## config.mk

```make
export PLATFORM = sky130hd
export DESIGN_NAME = tag_apb_regs
export DESIGN_NICKNAME = d
export VERILOG_FILES = /design/src/cache_pkg.sv /design/src/tag_apb_regs.sv
export SDC_FILE = /design/constraint.sdc
export NUM_CORES = 1
export LEC_CHECK = 0
export BUFFER_PORTS_ARGS = -buffer_cell sky130_fd_sc_hd__clkbuf_2
export CAP_MARGIN = 5
export CORE_AREA = 2 2 103 105
export DETAILED_ROUTE_END_ITERATION = 8
export DIE_AREA = 0 0 105 107
export PLACE_DENSITY = 0.69
export REMOVE_ABC_BUFFERS = 1
export SYNTH_ARGS = -nofsm -noshare
export SYNTH_HDL_FRONTEND = slang
export SYNTH_SLANG_ARGS = --single-unit
```

## constraint.sdc

```tcl
create_clock -name clk -period 1.6 [get_ports clk]
set_clock_uncertainty 0.05 [all_clocks]
set_input_delay 0.08 -clock clk [delete_from_list [all_inputs] [get_ports clk]]
set_output_delay 0.08 -clock clk [all_outputs]
set_load 0.02 [all_outputs]
```

## src/cache_pkg.sv

```systemverilog
`default_nettype none

package cache_pkg;

    // cache geometry
    localparam int L1_WAYS = 2;
    localparam int L1_SETS = 256;
    localparam int L2_WAYS = 4;
    localparam int L2_SETS = 512;

    // set index of each level
    typedef logic [$clog2(L1_SETS)-1:0] l1_index_t;
    typedef logic [$clog2(L2_SETS)-1:0] l2_index_t;

    // tag words, opaque to the store (valid/dirty live inside)
    typedef logic [20:0] l1_tag_t;
    typedef logic [18:0] l2_tag_t;

    // l2 tree pseudo-lru bits, numbered 2..0
    typedef logic [2:0] plru_t;

    // way number as carried in the fill command
    typedef logic [1:0] way_t;

    // apb bus fields
    typedef logic [7:0]  apb_addr_t;
    typedef logic [31:0] apb_data_t;

    // register map
    localparam apb_addr_t REG_INDEX   = 8'h00;
    localparam apb_addr_t REG_TAG_WD  = 8'h04;
    localparam apb_addr_t REG_FILL    = 8'h08;
    localparam apb_addr_t REG_L1_TAG0 = 8'h10;
    localparam apb_addr_t REG_L1_TAG1 = 8'h14;
    localparam apb_addr_t REG_L2_TAG0 = 8'h20;
    localparam apb_addr_t REG_L2_TAG1 = 8'h24;
    localparam apb_addr_t REG_L2_TAG2 = 8'h28;
    localparam apb_addr_t REG_L2_TAG3 = 8'h2c;
    localparam apb_addr_t REG_REPL    = 8'h30;

endpackage

`default_nettype wire
```

## src/tag_apb_regs.sv

```systemverilog
`timescale 1ns/1ps
`default_nettype none

module tag_apb_regs (
    input  logic                           clk,
    input  logic                           rst_n,
    // apb slave
    input  logic                           psel,
    input  logic                           penable,
    input  logic                           pwrite,
    input  cache_pkg::apb_addr_t           paddr,
    input  cache_pkg::apb_data_t           pwdata,
    output cache_pkg::apb_data_t           prdata,
    output logic                           pready,
    output logic                           pslverr,
    // towards the tag stores
    output cache_pkg::l1_index_t           l1_index,
    output cache_pkg::l2_index_t           l2_index,
    output cache_pkg::l1_tag_t             l1_tag_wd,
    output cache_pkg::l2_tag_t             l2_tag_wd,
    output logic [cache_pkg::L1_WAYS-1:0]  l1_we,
    output logic [cache_pkg::L2_WAYS-1:0]  l2_we,
    // read back from the tag stores
    input  cache_pkg::l1_tag_t             l1_tag0_rd,
    input  cache_pkg::l1_tag_t             l1_tag1_rd,
    input  logic                           lru,
    input  cache_pkg::l2_tag_t             l2_tag0_rd,
    input  cache_pkg::l2_tag_t             l2_tag1_rd,
    input  cache_pkg::l2_tag_t             l2_tag2_rd,
    input  cache_pkg::l2_tag_t             l2_tag3_rd,
    input  cache_pkg::plru_t               plru
);

    // staging registers
    cache_pkg::l2_index_t  index_q;
    cache_pkg::l1_tag_t    tag_q;

    logic                  access;
    logic                  addr_hit;
    logic                  addr_ro;
    logic                  is_fill;
    logic                  fill_l2;
    cache_pkg::way_t       fill_way;
    logic                  fill_bad;
    logic                  wr_ok;

    // no wait states
    assign pready = 1'b1;

    // second cycle of a transfer
    assign access = psel && penable;

    // address classification
    always_comb begin
        addr_hit = 1'b1;
        addr_ro  = 1'b0;
        case (paddr)
            cache_pkg::REG_INDEX,
            cache_pkg::REG_TAG_WD,
            cache_pkg::REG_FILL: addr_ro = 1'b0;
            cache_pkg::REG_L1_TAG0,
            cache_pkg::REG_L1_TAG1,
            cache_pkg::REG_L2_TAG0,
            cache_pkg::REG_L2_TAG1,
            cache_pkg::REG_L2_TAG2,
            cache_pkg::REG_L2_TAG3,
            cache_pkg::REG_REPL: addr_ro = 1'b1;
            default: addr_hit = 1'b0;
        endcase
    end

    // fill command fields, bit 0 level, bits 2..1 way
    assign is_fill  = pwrite && (paddr == cache_pkg::REG_FILL);
    assign fill_l2  = pwdata[0];
    assign fill_way = pwdata[2:1];
    // l1 has only ways 0 and 1
    assign fill_bad = is_fill && !fill_l2 && (fill_way >= cache_pkg::way_t'(cache_pkg::L1_WAYS));

    // error in the access cycle, nothing else happens then
    assign pslverr = access && (!addr_hit || (pwrite && addr_ro) || fill_bad);

    // accepted write this cycle
    assign wr_ok = access && pwrite && !pslverr;

    // one-hot way strobes, live only in the fill access cycle
    always_comb begin
        l1_we = '0;
        l2_we = '0;
        for (int w = 0; w < cache_pkg::L1_WAYS; w++) begin
            l1_we[w] = wr_ok && is_fill && !fill_l2 && (fill_way == cache_pkg::way_t'(w));
        end
        for (int w = 0; w < cache_pkg::L2_WAYS; w++) begin
            l2_we[w] = wr_ok && is_fill && fill_l2 && (fill_way == cache_pkg::way_t'(w));
        end
    end

    // index and tag staging
    always_ff @(posedge clk or negedge rst_n) begin
        if (!rst_n) begin
            index_q <= '0;
            tag_q   <= '0;
        end else if (wr_ok) begin
            if (paddr == cache_pkg::REG_INDEX) begin
                index_q <= pwdata[$bits(cache_pkg::l2_index_t)-1:0];
            end
            if (paddr == cache_pkg::REG_TAG_WD) begin
                tag_q <= pwdata[$bits(cache_pkg::l1_tag_t)-1:0];
            end
        end
    end

    // l1 sees the low index bits, l2 the low tag bits
    assign l1_index  = index_q[$bits(cache_pkg::l1_index_t)-1:0];
    assign l2_index  = index_q;
    assign l1_tag_wd = tag_q;
    assign l2_tag_wd = tag_q[$bits(cache_pkg::l2_tag_t)-1:0];

    // read mux, fill register and unmapped read as zero
    always_comb begin
        prdata = '0;
        case (paddr)
            cache_pkg::REG_INDEX:   prdata = cache_pkg::apb_data_t'(index_q);
            cache_pkg::REG_TAG_WD:  prdata = cache_pkg::apb_data_t'(tag_q);
            cache_pkg::REG_L1_TAG0: prdata = cache_pkg::apb_data_t'(l1_tag0_rd);
            cache_pkg::REG_L1_TAG1: prdata = cache_pkg::apb_data_t'(l1_tag1_rd);
            cache_pkg::REG_L2_TAG0: prdata = cache_pkg::apb_data_t'(l2_tag0_rd);
            cache_pkg::REG_L2_TAG1: prdata = cache_pkg::apb_data_t'(l2_tag1_rd);
            cache_pkg::REG_L2_TAG2: prdata = cache_pkg::apb_data_t'(l2_tag2_rd);
            cache_pkg::REG_L2_TAG3: prdata = cache_pkg::apb_data_t'(l2_tag3_rd);
            // lru in bit 0, tree bits above it
            cache_pkg::REG_REPL:    prdata = cache_pkg::apb_data_t'({plru, lru});
            default:                prdata = '0;
        endcase
    end

    // access phase is always preceded by a selected cycle
    a_setup_first : assert property (
        @(posedge clk) disable iff (!rst_n) penable |-> $past(psel)
    ) else $error("tag_apb_regs: penable without prior psel");

endmodule

`default_nettype wire

```

; Yosys cells after proc, flatten, opt, wreduce, memory -nomap -nowiden
; Index checks and enable logic that the tools add are counted.
[classes]
magnitude_cmp = 1
eq_ne = 12
n_mux = 3
reduce_logical = 28
[ops]
columns = operator, count
row1 = one-hot mux 21 bit (9 select lines), 1
row2 = equality test 8 x 6 -> 1 bit (second input constant), 5
row3 = logical AND 1 bit, 17
row4 = equality test 8 x 5 -> 1 bit (second input constant), 2
row5 = OR reduction 10 bit, 1
row6 = equality test 8 x 3 -> 1 bit (second input constant), 1
row7 = equality test 8 x 4 -> 1 bit (second input constant), 1
row8 = zero test 8 bit, 1
row9 = OR reduction 7 bit, 1
row10 = equality test 2 bit (second input constant), 2
row11 = AND reduction 2 bit, 2
row12 = zero test 1 bit, 3
row13 = equality test 2 x 1 -> 1 bit (second input constant), 1
row14 = >= comparator 2 bit (second input constant), 1
row15 = zero test 2 bit, 1
row16 = logical OR 1 bit, 2
row17 = two-way mux 1 bit, 2
[word_totals]
reg_bits = 30
in_bits = 167
out_inout_bits = 97

; Longest topological paths before layout
[depth]
word_depth = 12
mapped_depth = 7
depth_no_buf = 4

; Least setup slack after synthesis
; Ideal clock, no wire load.
[synth_timing]
kind = in2out
startpoint = in paddr[7]
endpoint = out prdata[10]
arrival_time_ns = 1.801
required_time_ns = 1.470
slack_ns = -0.331
stages = 4
n_path_buf = 1
path_cell_list = buf_2 nor4_1 nand2_1 o311ai_0
[synth_via]
elab_chain_len = 2
word_cells_on_any_way = 10
cone_classes = 8 x eq/ne / 1 x mux / 1 x reduce/logical
[synth_lines]
columns = item, line
row1 = start: declaration, tag_apb_regs.sv:11  ; input cache_pkg::apb_addr_t paddr,
row2 = "equality test 8 x 6 -> 1 bit, or another cell as far along", tag_apb_regs.sv:121  ; case (paddr)
row3 = one-hot mux 21 bit (9 select lines) *, tag_apb_regs.sv:121
row4 = end: declaration, tag_apb_regs.sv:13  ; output cache_pkg::apb_data_t prdata,
; Every way passes the cells marked *; elsewhere a longest branch is shown, timed or not.

; Worst setup path after layout
[layout_timing]
startpoint = in paddr[4]
endpoint = out l1_we[0] (netlist name)
[layout_via]
elab_chain_len = 12
word_cells_on_any_way = 27
cone_classes = 9 x eq/ne / 2 x mux / 16 x reduce/logical
[layout_lines]
columns = item, line
row1 = "equality test 8 x 4 -> 1 bit, or another cell as far along", "tag_apb_regs.sv:57, tag_apb_regs.sv:73"
row2 = OR reduction 10 bit (no source line) or OR reduction 7 bit (tied branches), n/a
row3 = two-way mux 1 bit, tag_apb_regs.sv:57  ; case (paddr)
row4 = zero test 1 bit or logical AND 1 bit (tied branches), tag_apb_regs.sv:80  ; assign pslverr = access && (!addr_hit || (pwrite && addr_ro) || fill_bad);
row5 = logical OR 1 bit (2 in a row), tag_apb_regs.sv:80
row6 = logical AND 1 bit, tag_apb_regs.sv:80
row7 = zero test 1 bit, tag_apb_regs.sv:83  ; assign wr_ok = access && pwrite && !pslverr;
row8 = logical AND 1 bit, tag_apb_regs.sv:83
row9 = logical AND 1 bit * (3 in a row), tag_apb_regs.sv:90  ; l1_we[w] = wr_ok && is_fill && !fill_l2 && (fill_way == cache_pkg::way_t'(w));
row10 = end: declaration, tag_apb_regs.sv:21  ; output logic [cache_pkg::L1_WAYS-1:0] l1_we,
; Marks and branches as above.

==> run metrics <==
status finished, violations left; violated checks negative setup slack; clock buffer count from CTS 5; die area between 10000 and 15000 sq um; crit path time final 1.74 ns; slowest CP cell or4_4; critical path's largest stage delay between 0.5 and 0.6 ns; vias in the first global route 3981; WHS Path Cells 2; LEAKAGE just over 0.003 uW; Final nets 807; Yosys reg bits 30; Syn-to-layout area delta 90.0%; Cell Chain, Critical Path clkbuf_16 > or4_4 > nor4_4 > buf_4 > nand2_1 > nor4_2 > buf_4; TritonCTS clock tree yes; pre-CTS setup slack -0.313 ns; final hold slack 0.0112 ns; Top Ports around 260; sum of buffers and inverters on the critical path 3; Seq/Total Area, Yosys 24.4%; pin count of the biggest net entering global routing 21; ant diodes 0; core area a little over 10000 sq um; CP Depth 7; worst setup path end l1_we[0]; Final Slew Violations 0; Top Metal Used met4; initial antenna violation count 0; initial core utilization 30.5%; Worst path most repeated cell buf_4; critical path data required time 1.47 ns; row cnt 37; max-capacitance violation count 0; die boundary width 105 microns; crit start category input port; Overflow after GRT 0; antenna-violating nets left 0; R2R Path End l2_index[7]; met3 WL post-DR approximately 950 microns; Arr. time, crit path 1.61 ns; FF-to-FF Start l2_index[7]; Netlist cell types 53; Syn. warnings 0; unrepaired setup endpoints after global routing true; worst reg-to-reg path cell count 3; met2 WL between 8000 and 9000 microns; setup ws final -0.138 ns; critical path peak fanout 4; number of vias per cell approximately 5; Crit Path Category input port to primary output; Post-synth EDFFs 0; Syn Inst Count between 300 and 400; setup_tns -2.49 ns; peak supply drop approximately 0.34 mV; 1st-pass router iterations 4; DP Cell Count around 720; DP HPWL approximately 11000 microns; Clock Sinks 30; Reg2Reg Setup Slack between 0.5 and 0.6 ns; Mapped Avg Cell Area 9.26 sq um; met1 wire length 5860 microns; f_max 0.576 GHz; total power about 2300 uW; first-pass GRT wire length around 21000 microns; Final setup viols 39; PwrDens between 400 and 500 nW/um^2; GP Congestion 0.844; HP Class input port to flip-flop; clk buf depth 2; Root Driver clkbuf_8; DRC viols 0; Port Buffers 240; H-tree levels 2; Wirelength per Cell between 15 and 20 microns; CP Launch Point paddr[4]; fraction of registers with async set/reset between 90% and 100%; Worst Setup End Kind primary output; Worst-Skew Late Latency approximately 0.28 ns; top_reg_cell synth dfrtp_1; post-route clock period utilization 109%; CTS clk-pin slew, worst paths 0.07 ns; Die H about 110 microns; CP delay by family, top simple AND/OR/NAND/NOR gates; fin cells a little under 800; share of layout cells above drive strength 1 a little under three quarters; Global Route Usage Sum between 20% and 30%; final wirelength between 15000 and 20000 microns; post-synthesis cell area approximately 3100 sq um; Fin. Hold Viols 0; DR iter-0 viols 260; routed via count just under 4k
## repair_timing
item                                    CTS  global route
gates resized for setup                  72           117
endpoints found under the setup margin   28            58
buffers inserted                         15            16
hold endpoints to repair                 45             0
pin swaps                                13            32
cloned                                    1             1
hold buffers                             15             0
## how the worst min path moves through the flow
| stage | startpoint | to | slack [ns] |
|---|---|---|---|
| after floorplan | rst_n | l1_tag_wd[0] | -0.27 |
| after global placement | rst_n | l1_tag_wd[7] | -0.08 |
| after detailed placement | rst_n | l1_tag_wd[7] | -0.08 |
| after CTS | pwdata[8] | l1_tag_wd[8] | 0.005 |
| after global routing | pwdata[3] | l2_index[3] | 0.004 |
| final | pwdata[8] | l2_index[8] | 0.01 |
## worst reg2reg max path, delay by kind of cell, from the launching register on
family	cells	cell delay, ns
DFF	1	0.40
buffers and inverters	2	0.27
muxes	1	0.25
## cells by family after synthesis
group / Yosys count / synth area share (%)
and+or+nand+nor: 85 / 15.5
other: 2 / 0.244
DFF: 30 / 24.4
AOI/OAI and AO/OA: 70 / 16.8
buffers and inverters: 71 / 14.2
muxes: 74 / 28.8
## final cells by class
type	instances	area [sq um]
clock buffers	7	86.3
clock inverters	1	5.00
fillers	897	4250
inverters	6	22.5
multi-input cells	241	2370
flip-flops and latches	30	751
well taps	136	170
repair buffers	356	2440
## synthesized netlist by cell type, drive strengths merged (4+ instances only)
library cell	n	area (sq um)
a221o	4	40.0
nor3	11	55.1
clkbuf	12	45.0
mux2i	35	350
nor2	7	26.3
nand2	23	91.3
buf	53	369
o21ai	12	60.1
mux2	37	492
dfrtp	30	751
nand3	11	55.1
a22oi	7	52.6
and3	5	31.3
o32ai	4	35.0
nor2b	5	31.3
a2bb2oi	4	35.0
a21oi	8	40.0
o22ai	6	37.5
inv	6	22.5
nor4	6	52.6
## metrics by stage
| step | utilization, % | area (sq um) |
|---|---|---|
| floorplan | - | 2700 |
| global placement | 46.2 | 4660 |
| detailed placement | 46.2 | 4660 |
| CTS | 52.7 | 5320 |
| global route | 57.9 | 5840 |
| finish | 57.9 | 5840 |
## report_power, final
part | total [uW] | switching (uW) | internal, uW
clock | 661 | 314 | 347
sequential | 780 | 11.3 | 769
combinational | 901 | 445 | 456
total | 2340 | 770 | 1570
## placed cells by master, fill, tap and decap left out, drive strengths merged, types with 3 or more instances in the layout
cell type	netlist	routed
a32o	3	3
o221ai	3	3
mux2i	35	35
nor4	6	6
nor2	7	7
a22oi	7	7
buf	53	124
a21oi	8	8
conb	2	12
o32ai	4	4
a32oi	3	3
o22ai	6	6
o211ai	3	3
a22o	3	3
a221o	4	4
dfrtp	30	30
or3	3	3
clkbuf	12	224
nand3	11	11
nor2b	5	5
o21ai	12	12
inv	6	6
a2bb2oi	4	4
mux2	37	37
nand2	23	23
dlygate4sd3	0	15
nor3	11	11
and3	5	5
## routing by layer
layer  vias to the layer above  global-route usage, %
met3                        33                   4.74
li1                       1819                      -
met4                         0                   8.76
met1                      1906                   28.1
met5                         -                      0
met2                       211                   43.6
## sequential cells by signal, summed over array words and instances (netlist names)
signal     cells
l1_tag_wd     21
l2_index       9
Note: power is estimated with default switching activity, not from simulation.
